===== config.mk =====
export PLATFORM = sky130hd
export DESIGN_NAME = mmu_top
export DESIGN_NICKNAME = d
export VERILOG_FILES = /design/src/verilog/mips_addr_pkg.sv /design/src/verilog/mips_tlb_pkg.sv /design/src/verilog/seg_decode.sv /design/src/verilog/tlb_lookup.sv /design/src/verilog/xlate_result.sv /design/src/verilog/mmu_top.sv
export SDC_FILE = /design/constraint.sdc
export NUM_CORES = 1
export LEC_CHECK = 0
export BUFFER_PORTS_ARGS = -buffer_cell sky130_fd_sc_hd__buf_2
export CORE_MARGIN = 3
export CORE_UTILIZATION = 57
export CTS_CLUSTER_DIAMETER = 40
export DETAILED_ROUTE_END_ITERATION = 10
export GPL_TIMING_DRIVEN = 0
export PLACE_DENSITY = 0.8
export SKIP_CTS_REPAIR_TIMING = 1
export SLEW_MARGIN = 10
export SYNTH_ARGS = -nofsm -noshare
export SYNTH_HDL_FRONTEND = slang
export SYNTH_SLANG_ARGS = --single-unit
export TNS_END_PERCENT = 50

===== constraint.sdc =====
create_clock -name aclk -period 4.5 [get_ports aclk]
set_input_delay 1.125 -clock aclk [delete_from_list [all_inputs] [get_ports aclk]]
set_output_delay 1.125 -clock aclk [all_outputs]
set_load 0.02 [all_outputs]

===== src/verilog/mips_addr_pkg.sv =====
package mips_addr_pkg;

    localparam int VADDR_W       = 32;
    localparam int PAGE_OFFSET_W = 12;

    // kseg0/kseg1 map straight onto the low 512 MB
    localparam logic [VADDR_W-1:0] UNMAPPED_MASK = 32'h1fff_ffff;

    typedef struct packed {
        logic [2:0]  seg_hi;
        logic [28:0] low;
    } seg_view_t;

    typedef struct packed {
        logic [18:0]              vpn2;
        logic                     odd;    // even/odd page of the pair
        logic [PAGE_OFFSET_W-1:0] offset;
    } page_view_t;

    // one address word, decoded by segment or by page
    typedef union packed {
        seg_view_t  seg;
        page_view_t page;
    } vaddr_u;

    typedef enum logic [1:0] {
        SEG_KUSEG,
        SEG_KSEG0,
        SEG_KSEG1,
        SEG_KSEG23
    } seg_t;

    typedef enum logic [4:0] {
        EXC_NONE = 5'd0,
        EXC_MOD  = 5'd1,
        EXC_TLBL = 5'd2,
        EXC_TLBS = 5'd3,
        EXC_ADEL = 5'd4,
        EXC_ADES = 5'd5
    } exc_t;

endpackage


===== src/verilog/mips_tlb_pkg.sv =====
package mips_tlb_pkg;

    localparam int TLB_ENTRIES = 4;
    localparam int TLB_IDX_W   = 2;
    localparam int ASID_W      = 8;
    localparam int VPN2_W      = 19;
    localparam int PFN_W       = 20;
    localparam int ATTR_W      = 3;

    // EntryLo layout
    localparam int LO_PFN_HI = 25;
    localparam int LO_PFN_LO = 6;
    localparam int LO_C_HI   = 5;
    localparam int LO_C_LO   = 3;
    localparam int LO_D      = 2;
    localparam int LO_V      = 1;
    localparam int LO_G      = 0;

    // EntryHi layout
    localparam int HI_VPN2_HI = 31;
    localparam int HI_VPN2_LO = 13;
    localparam int HI_ASID_HI = 7;
    localparam int HI_ASID_LO = 0;

    localparam logic [ATTR_W-1:0] CACHE_CACHEABLE = 3'd3;

endpackage


===== src/verilog/seg_decode.sv =====
`timescale 1ns/1ps

module seg_decode (
    input  logic                            aclk,
    input  logic                            aresetn,
    input  logic                            i_req,
    input  logic [31:0]                     i_vaddr,
    input  logic                            i_write,
    input  logic [mips_tlb_pkg::ASID_W-1:0] i_asid,
    input  logic                            i_kernel_mode,
    output logic                            o_valid,
    output mips_addr_pkg::vaddr_u           o_vaddr,
    output logic                            o_write,
    output logic [mips_tlb_pkg::ASID_W-1:0] o_asid,
    output mips_addr_pkg::seg_t             o_seg,
    output logic                            o_addr_err
);

    mips_addr_pkg::vaddr_u va;
    mips_addr_pkg::seg_t   seg;
    logic                  addr_err;

    assign va = i_vaddr;

    always_comb begin
        if (!va.seg.seg_hi[2]) begin
            seg = mips_addr_pkg::SEG_KUSEG;    // 0x0000_0000 .. 0x7fff_ffff
        end else if (va.seg.seg_hi == 3'b100) begin
            seg = mips_addr_pkg::SEG_KSEG0;
        end else if (va.seg.seg_hi == 3'b101) begin
            seg = mips_addr_pkg::SEG_KSEG1;
        end else begin
            seg = mips_addr_pkg::SEG_KSEG23;
        end
    end

    // user mode may only touch kuseg
    assign addr_err = !i_kernel_mode && (seg != mips_addr_pkg::SEG_KUSEG);

    always_ff @(posedge aclk) begin
        if (!aresetn) begin
            o_valid <= 1'b0;
        end else begin
            o_valid <= i_req;
        end
    end

    always_ff @(posedge aclk) begin
        o_vaddr    <= va;
        o_write    <= i_write;
        o_asid     <= i_asid;
        o_seg      <= seg;
        o_addr_err <= addr_err;
    end

endmodule


===== src/verilog/tlb_lookup.sv =====
`timescale 1ns/1ps

module tlb_lookup (
    input  logic                               aclk,
    input  logic                               aresetn,
    input  logic                               i_valid,
    input  mips_addr_pkg::vaddr_u              i_vaddr,
    input  logic                               i_write,
    input  logic [mips_tlb_pkg::ASID_W-1:0]    i_asid,
    input  mips_addr_pkg::seg_t                i_seg,
    input  logic                               i_addr_err,
    input  logic                               i_tlb_we,
    input  logic [mips_tlb_pkg::TLB_IDX_W-1:0] i_tlb_index,
    input  logic [31:0]                        i_entry_hi,
    input  logic [31:0]                        i_entry_lo0,
    input  logic [31:0]                        i_entry_lo1,
    output logic                               o_valid,
    output mips_addr_pkg::vaddr_u              o_vaddr,
    output logic                               o_write,
    output mips_addr_pkg::seg_t                o_seg,
    output logic                               o_addr_err,
    output logic                               o_hit,
    output logic                               o_page_valid,
    output logic                               o_dirty,
    output logic [mips_tlb_pkg::PFN_W-1:0]     o_pfn,
    output logic [mips_tlb_pkg::ATTR_W-1:0]    o_attr
);

    localparam int N = mips_tlb_pkg::TLB_ENTRIES;

    // per entry tag, pages indexed by the odd bit
    logic [mips_tlb_pkg::VPN2_W-1:0] ent_vpn2 [N];
    logic [mips_tlb_pkg::ASID_W-1:0] ent_asid [N];
    logic                            ent_g    [N];
    logic [1:0]                      ent_v    [N];
    logic [1:0]                      ent_d    [N];
    logic [mips_tlb_pkg::PFN_W-1:0]  ent_pfn  [N][2];
    logic [mips_tlb_pkg::ATTR_W-1:0] ent_c    [N][2];

    logic                               mapped;
    logic                               match;
    logic [mips_tlb_pkg::TLB_IDX_W-1:0] hit_idx;
    logic                               hit;

    // valid and global bits
    always_ff @(posedge aclk) begin
        if (!aresetn) begin
            for (int i = 0; i < N; i++) begin
                ent_g[i] <= 1'b0;
                ent_v[i] <= 2'b00;
            end
        end else if (i_tlb_we) begin
            ent_g[i_tlb_index] <= i_entry_lo0[mips_tlb_pkg::LO_G] & i_entry_lo1[mips_tlb_pkg::LO_G];
            ent_v[i_tlb_index] <= {i_entry_lo1[mips_tlb_pkg::LO_V],
                                   i_entry_lo0[mips_tlb_pkg::LO_V]};
        end
    end

    always_ff @(posedge aclk) begin
        if (i_tlb_we) begin
            ent_vpn2[i_tlb_index] <=
                i_entry_hi[mips_tlb_pkg::HI_VPN2_HI:mips_tlb_pkg::HI_VPN2_LO];
            ent_asid[i_tlb_index] <=
                i_entry_hi[mips_tlb_pkg::HI_ASID_HI:mips_tlb_pkg::HI_ASID_LO];
            ent_d[i_tlb_index] <= {i_entry_lo1[mips_tlb_pkg::LO_D],
                                   i_entry_lo0[mips_tlb_pkg::LO_D]};
            ent_pfn[i_tlb_index][0] <=
                i_entry_lo0[mips_tlb_pkg::LO_PFN_HI:mips_tlb_pkg::LO_PFN_LO];
            ent_pfn[i_tlb_index][1] <=
                i_entry_lo1[mips_tlb_pkg::LO_PFN_HI:mips_tlb_pkg::LO_PFN_LO];
            ent_c[i_tlb_index][0] <= i_entry_lo0[mips_tlb_pkg::LO_C_HI:mips_tlb_pkg::LO_C_LO];
            ent_c[i_tlb_index][1] <= i_entry_lo1[mips_tlb_pkg::LO_C_HI:mips_tlb_pkg::LO_C_LO];
        end
    end

    // scan from the top so the lowest index wins
    always_comb begin
        match   = 1'b0;
        hit_idx = '0;
        for (int i = N - 1; i >= 0; i--) begin
            if ((ent_vpn2[i] == i_vaddr.page.vpn2) && (ent_g[i] || (ent_asid[i] == i_asid))) begin
                match   = 1'b1;
                hit_idx = mips_tlb_pkg::TLB_IDX_W'(i);
            end
        end
    end

    assign mapped = (i_seg == mips_addr_pkg::SEG_KUSEG) || (i_seg == mips_addr_pkg::SEG_KSEG23);
    assign hit    = mapped && match;

    always_ff @(posedge aclk) begin
        if (!aresetn) begin
            o_valid <= 1'b0;
        end else begin
            o_valid <= i_valid;
        end
    end

    always_ff @(posedge aclk) begin
        o_vaddr      <= i_vaddr;
        o_write      <= i_write;
        o_seg        <= i_seg;
        o_addr_err   <= i_addr_err;
        o_hit        <= hit;
        o_page_valid <= hit && ent_v[hit_idx][i_vaddr.page.odd];
        o_dirty      <= hit && ent_d[hit_idx][i_vaddr.page.odd];
        o_pfn        <= ent_pfn[hit_idx][i_vaddr.page.odd];
        o_attr       <= ent_c[hit_idx][i_vaddr.page.odd];
    end

endmodule


===== src/verilog/xlate_result.sv =====
`timescale 1ns/1ps

module xlate_result (
    input  logic                            aclk,
    input  logic                            aresetn,
    input  logic                            i_valid,
    input  mips_addr_pkg::vaddr_u           i_vaddr,
    input  logic                            i_write,
    input  mips_addr_pkg::seg_t             i_seg,
    input  logic                            i_addr_err,
    input  logic                            i_hit,
    input  logic                            i_page_valid,
    input  logic                            i_dirty,
    input  logic [mips_tlb_pkg::PFN_W-1:0]  i_pfn,
    input  logic [mips_tlb_pkg::ATTR_W-1:0] i_attr,
    input  logic                            i_kseg0_cached,
    output logic                            o_valid,
    output logic [31:0]                     o_paddr,
    output logic                            o_cached,
    output mips_addr_pkg::exc_t             o_exc,
    output logic                            o_refill
);

    logic [31:0]         paddr;
    logic                cached;
    mips_addr_pkg::exc_t exc;
    logic                refill;
    logic                mapped;

    assign mapped = (i_seg == mips_addr_pkg::SEG_KUSEG) || (i_seg == mips_addr_pkg::SEG_KSEG23);

    always_comb begin
        paddr  = i_vaddr & mips_addr_pkg::UNMAPPED_MASK;
        cached = 1'b0;    // kseg1 stays uncached
        if (i_seg == mips_addr_pkg::SEG_KSEG0) begin
            cached = i_kseg0_cached;
        end else if (mapped) begin
            paddr  = {i_pfn, i_vaddr.page.offset};
            cached = (i_attr == mips_tlb_pkg::CACHE_CACHEABLE);
        end
    end

    always_comb begin
        exc    = mips_addr_pkg::EXC_NONE;
        refill = 1'b0;
        if (i_addr_err) begin
            if (i_write) begin
                exc = mips_addr_pkg::EXC_ADES;
            end else begin
                exc = mips_addr_pkg::EXC_ADEL;
            end
        end else if (mapped && (!i_hit || !i_page_valid)) begin
            refill = !i_hit;    // miss goes to the refill vector
            if (i_write) begin
                exc = mips_addr_pkg::EXC_TLBS;
            end else begin
                exc = mips_addr_pkg::EXC_TLBL;
            end
        end else if (mapped && i_write && !i_dirty) begin
            exc = mips_addr_pkg::EXC_MOD;
        end
    end

    always_ff @(posedge aclk) begin
        if (!aresetn) begin
            o_valid <= 1'b0;
        end else begin
            o_valid <= i_valid;
        end
    end

    always_ff @(posedge aclk) begin
        o_paddr  <= paddr;
        o_cached <= cached;
        o_exc    <= exc;
        o_refill <= refill;
    end

endmodule


===== src/verilog/mmu_top.sv =====
`timescale 1ns/1ps

module mmu_top (
    input  logic                               aclk,
    input  logic                               aresetn,
    input  logic                               i_req,
    input  logic [31:0]                        i_vaddr,
    input  logic                               i_write,
    input  logic [mips_tlb_pkg::ASID_W-1:0]    i_asid,
    input  logic                               i_kernel_mode,
    input  logic                               i_kseg0_cached,
    input  logic                               i_tlb_we,
    input  logic [mips_tlb_pkg::TLB_IDX_W-1:0] i_tlb_index,
    input  logic [31:0]                        i_entry_hi,
    input  logic [31:0]                        i_entry_lo0,
    input  logic [31:0]                        i_entry_lo1,
    output logic                               o_valid,
    output logic [31:0]                        o_paddr,
    output logic                               o_cached,
    output mips_addr_pkg::exc_t                o_exc,
    output logic                               o_refill
);

    // decode -> lookup
    logic                            d_valid;
    mips_addr_pkg::vaddr_u           d_vaddr;
    logic                            d_write;
    logic [mips_tlb_pkg::ASID_W-1:0] d_asid;
    mips_addr_pkg::seg_t             d_seg;
    logic                            d_addr_err;

    // lookup -> result
    logic                            l_valid;
    mips_addr_pkg::vaddr_u           l_vaddr;
    logic                            l_write;
    mips_addr_pkg::seg_t             l_seg;
    logic                            l_addr_err;
    logic                            l_hit;
    logic                            l_page_valid;
    logic                            l_dirty;
    logic [mips_tlb_pkg::PFN_W-1:0]  l_pfn;
    logic [mips_tlb_pkg::ATTR_W-1:0] l_attr;

    seg_decode u_decode (
        .aclk          (aclk),
        .aresetn       (aresetn),
        .i_req         (i_req),
        .i_vaddr       (i_vaddr),
        .i_write       (i_write),
        .i_asid        (i_asid),
        .i_kernel_mode (i_kernel_mode),
        .o_valid       (d_valid),
        .o_vaddr       (d_vaddr),
        .o_write       (d_write),
        .o_asid        (d_asid),
        .o_seg         (d_seg),
        .o_addr_err    (d_addr_err)
    );

    tlb_lookup u_lookup (
        .aclk         (aclk),
        .aresetn      (aresetn),
        .i_valid      (d_valid),
        .i_vaddr      (d_vaddr),
        .i_write      (d_write),
        .i_asid       (d_asid),
        .i_seg        (d_seg),
        .i_addr_err   (d_addr_err),
        .i_tlb_we     (i_tlb_we),
        .i_tlb_index  (i_tlb_index),
        .i_entry_hi   (i_entry_hi),
        .i_entry_lo0  (i_entry_lo0),
        .i_entry_lo1  (i_entry_lo1),
        .o_valid      (l_valid),
        .o_vaddr      (l_vaddr),
        .o_write      (l_write),
        .o_seg        (l_seg),
        .o_addr_err   (l_addr_err),
        .o_hit        (l_hit),
        .o_page_valid (l_page_valid),
        .o_dirty      (l_dirty),
        .o_pfn        (l_pfn),
        .o_attr       (l_attr)
    );

    xlate_result u_result (
        .aclk           (aclk),
        .aresetn        (aresetn),
        .i_valid        (l_valid),
        .i_vaddr        (l_vaddr),
        .i_write        (l_write),
        .i_seg          (l_seg),
        .i_addr_err     (l_addr_err),
        .i_hit          (l_hit),
        .i_page_valid   (l_page_valid),
        .i_dirty        (l_dirty),
        .i_pfn          (l_pfn),
        .i_attr         (l_attr),
        .i_kseg0_cached (i_kseg0_cached),
        .o_valid        (o_valid),
        .o_paddr        (o_paddr),
        .o_cached       (o_cached),
        .o_exc          (o_exc),
        .o_refill       (o_refill)
    );

endmodule


==> reports/metrics.csv <==
metric;value;unit
outcome;complete, no violations;
H-tree Lvls;2;
post-route ant nets;0;
Initial DRC Count;742;
Yosys reg bits;455;
placed cell count;1498;
hold depth;0;
Max transition margin;52.31;%
vias in the first global route;8902;
Layout Cells excl Fill;1589;
Max clock buf depth;3;
Hold Crit Endpoint;u_lookup.o_vaddr[0]$_DFF_P_;
first-pass GRT wire length;50630;um
Worst-path clk slew;0.06;ns
max_cap viols;0;
type of the worst min-delay path;flip-flop to flip-flop;
per-cell routed wire length;21.14;um
EDFF count, synth;309;
P_sw;1.906;mW
Avg Cell Area, Syn;16.56;um2
Core Rows;60;
post-route clock period utilization;79.55;%
CTS root buf;clkbuf_16;
Layout Skew;0.01186;ns
share of cells above drive strength 1;30.40;%
I/O Buffers;165;
Leak;6.929;nW
Worst R2R Start;u_decode.o_vaddr[16]$_DFF_P_;
Hold Violations, Final;0;
Max Fclk;0.2793;GHz
CP Buf/Inv Count;2;
post-synthesis sequential area ratio;77.08;%
CTS sink count;455;
core region area;27100;um2
growth of design area from synthesis to finish;18.77;%
Die Wd;172.6;um
largest net degree at the start of global routing;49;
vias per std cell;5.558;
final wirelength;33590;um
overall power;8.999;mW
# setup viols final;0;
worst reg2reg path depth;10;
CTS tree;yes;
mapped cell area;15830;um2
Sw Share;21.18;%
Slowest-stage cell, CP;nor3_1;
Power Density;478.7;nW/um2
Synth async-reset ratio;0;%
post-layout util;69.37;%
Starting Density;58.41;%
Worst Path Arrival;3.96;ns
delay of the slowest critical-path stage;0.57;ns
Combinational Power Share;4.8;%
Total Die Area;29810;um2
Yosys warning total;0;
RSZ-0062 raised after global routing;no;
I/O pin count;185;
Worst R2R Setup Slack;0.92;ns
Critical Path Start Type;flip-flop;
CP Capture Type;flip-flop;
HP Start;u_decode.o_vaddr[0]$_DFF_P_;
Remaining DRCs;0;
hpwl dp;21890;um
Slew @ Worst Pin;0.7099;ns
Netlist cell types;37;
top_reg_cell synth;edfxtp_1;
Die Height;172.6;um
Max Fanout on Critical Path;10;
clock latency on the worst-skew pair;0.54;ns
Synth Instances;956;
worst-path cell chain;xor2_1 > nor4_1 > nand4_1 > nor3_1 > a21o_1 > buf_2 > clkbuf_1 > a31o_1 > a21oi_1 > o32ai_1;
maximum VDD drop;0.3471;mV
gr ovfl total;0;
Period minus WS final;3.580;ns
Int Power;7.093;mW
gr usage total;22.02;%
Top delay family on crit path;simple AND/OR/NAND/NOR gates;
DRT Pass-1 Iters;5;
Num CTS Buffers;48;
Final GP Congestion;0.8196;
register share of total power;53.3;%
Pins Over Slew Limit;0;
Worst Setup Path Type;flip-flop to flip-flop;
clock power share;41.8;%
critical path required time;4.88;ns
final net count;1322;
Vias;8832;
initial antenna violation count;9;
Reg2Reg Capture Point;u_lookup.o_pfn[15]$_DFF_P_;
==> metrics by stage <==
stage	hold WS, ns	worst slack (ns)	area [um2]	TNS (ns)
after floorplan	0.3096	0.8756	15830	0
after global placement	0.3106	-0.5379	17120	-50.07
after detailed placement	0.3121	0.9978	17250	0
after CTS	0.3261	0.9699	18790	0
after global routing	0.3284	0.8573	18800	0
final	0.3247	0.9202	18800	0
==> synthesized netlist by cell type, drive strengths merged (2+ instances only) <==
cell    instances  share of area, %
nand2b          2             0.079
o32ai          25               1.4
edfxtp        309                59
xnor2          13              0.72
or4             2              0.12
dfxtp         146                18
nand3b          2             0.095
o21ai          29              0.92
clkbuf         27              0.64
a31o           50               2.8
nor4           26               1.0
nor2           33              0.78
inv             9              0.21
nand4           3              0.12
buf            16              0.58
nor2b           3              0.12
nand3          11              0.35
nand2          13              0.31
xor2           96               5.3
mux2           67               4.8
and2            6              0.24
a21oi          56               1.8
==> worst max path at each step <==
| stage | startpoint | endpoint | cells past startpoint |
|---|---|---|---|
| 2_1_floorplan | i_tlb_index[0] | u_lookup.ent_asid[0][0]$_DFFE_PP_ | 3 |
| 3_3_place_gp | i_tlb_we | u_lookup.ent_v[3][1]$_DFFE_PP_ | 3 |
| 3_5_place_dp | u_decode.o_vaddr[16]$_DFF_P_ | u_lookup.o_pfn[15]$_DFF_P_ | 10 |
| 4_1_cts | u_decode.o_vaddr[16]$_DFF_P_ | u_lookup.o_pfn[15]$_DFF_P_ | 10 |
| 5_1_grt | u_decode.o_vaddr[16]$_DFF_P_ | u_lookup.o_pfn[15]$_DFF_P_ | 10 |
| 6_report | u_decode.o_vaddr[16]$_DFF_P_ | u_lookup.o_pfn[15]$_DFF_P_ | 10 |
==> cells in the final DEF (no fill, tap or decap), types with 4 or more instances in the layout <==
cell type	netlist	final
a21oi_1	56	56
a31o_1	16	16
a31o_2	34	34
and2_1	6	6
buf_16	0	4
buf_2	11	176
buf_4	5	5
clkbuf_1	27	38
clkbuf_16	0	52
clkbuf_8	0	5
clkinv_2	0	6
dfxtp_1	146	146
edfxtp_1	309	309
inv_1	9	6
inv_4	0	7
inv_6	0	5
mux2_2	67	67
nand2_1	13	13
nand3_1	11	11
nor2_1	33	33
nor4_1	26	26
o21ai_0	29	29
o32ai_1	25	25
xnor2_1	13	13
xor2_1	96	96
==> power groups by stage <==
stage	registers, mW	logic (mW)	clock network, mW
2_1_floorplan	4.90	0.189	0
3_3_place_gp	4.89	0.410	0
3_5_place_dp	4.89	0.430	0
4_1_cts	4.80	0.436	3.82
5_1_grt	4.82	0.472	3.98
6_report	4.80	0.435	3.76
==> flip-flops by register name (all words and copies together), names as in the netlist, 2 cells and up <==
name / count
u_lookup.ent_d: 8
u_decode.o_asid: 8
u_decode.o_vaddr: 32
u_lookup.ent_asid: 32
u_result.o_paddr: 32
u_decode.o_seg: 2
u_lookup.ent_vpn2: 76
u_lookup.ent_pfn: 160
u_lookup.o_pfn: 20
u_lookup.ent_c: 24
u_result.o_exc: 3
u_lookup.ent_v: 8
u_lookup.o_seg: 2
u_lookup.o_attr: 3
u_lookup.o_vaddr: 29
u_lookup.ent_g: 4
==> area by class of cell <==
type	instances	area [um2]
antenna	3	7.507
clock buffer	69	1416
clock inverter	19	130.1
multi-input combinational	450	3408
fill	1748	8300
tap	372	465.4
inverter	9	41.29
timing repair buffer	169	935.9
sequential	455	12200
buffer	43	193.9
==> logic make-up (layout without fill, tap and decap cells) <==
logic type,Yosys count,after routing,share of synthesized area (%)
xor gates and xnor gates,109,109,6.031
DFF,455,455,77.08
other,1,5,0.02369
buffers and inverters,52,309,1.439
and+or+nand+nor,105,105,3.399
muxes,67,67,4.766
adders and majority gates,1,1,0.07903
AOI/OAI and AO/OA,166,166,7.177
==> per-layer routing <==
layer	vias to the layer above	track usage, %	share of wire (%)
li1	4055	-	-
met5	-	0	0.24
met1	4265	30.35	41
met3	79	5.292	8.4
met4	14	6.996	2.7
met2	419	35.19	47
No activity file was read; power rests on OpenSTA's default activity.
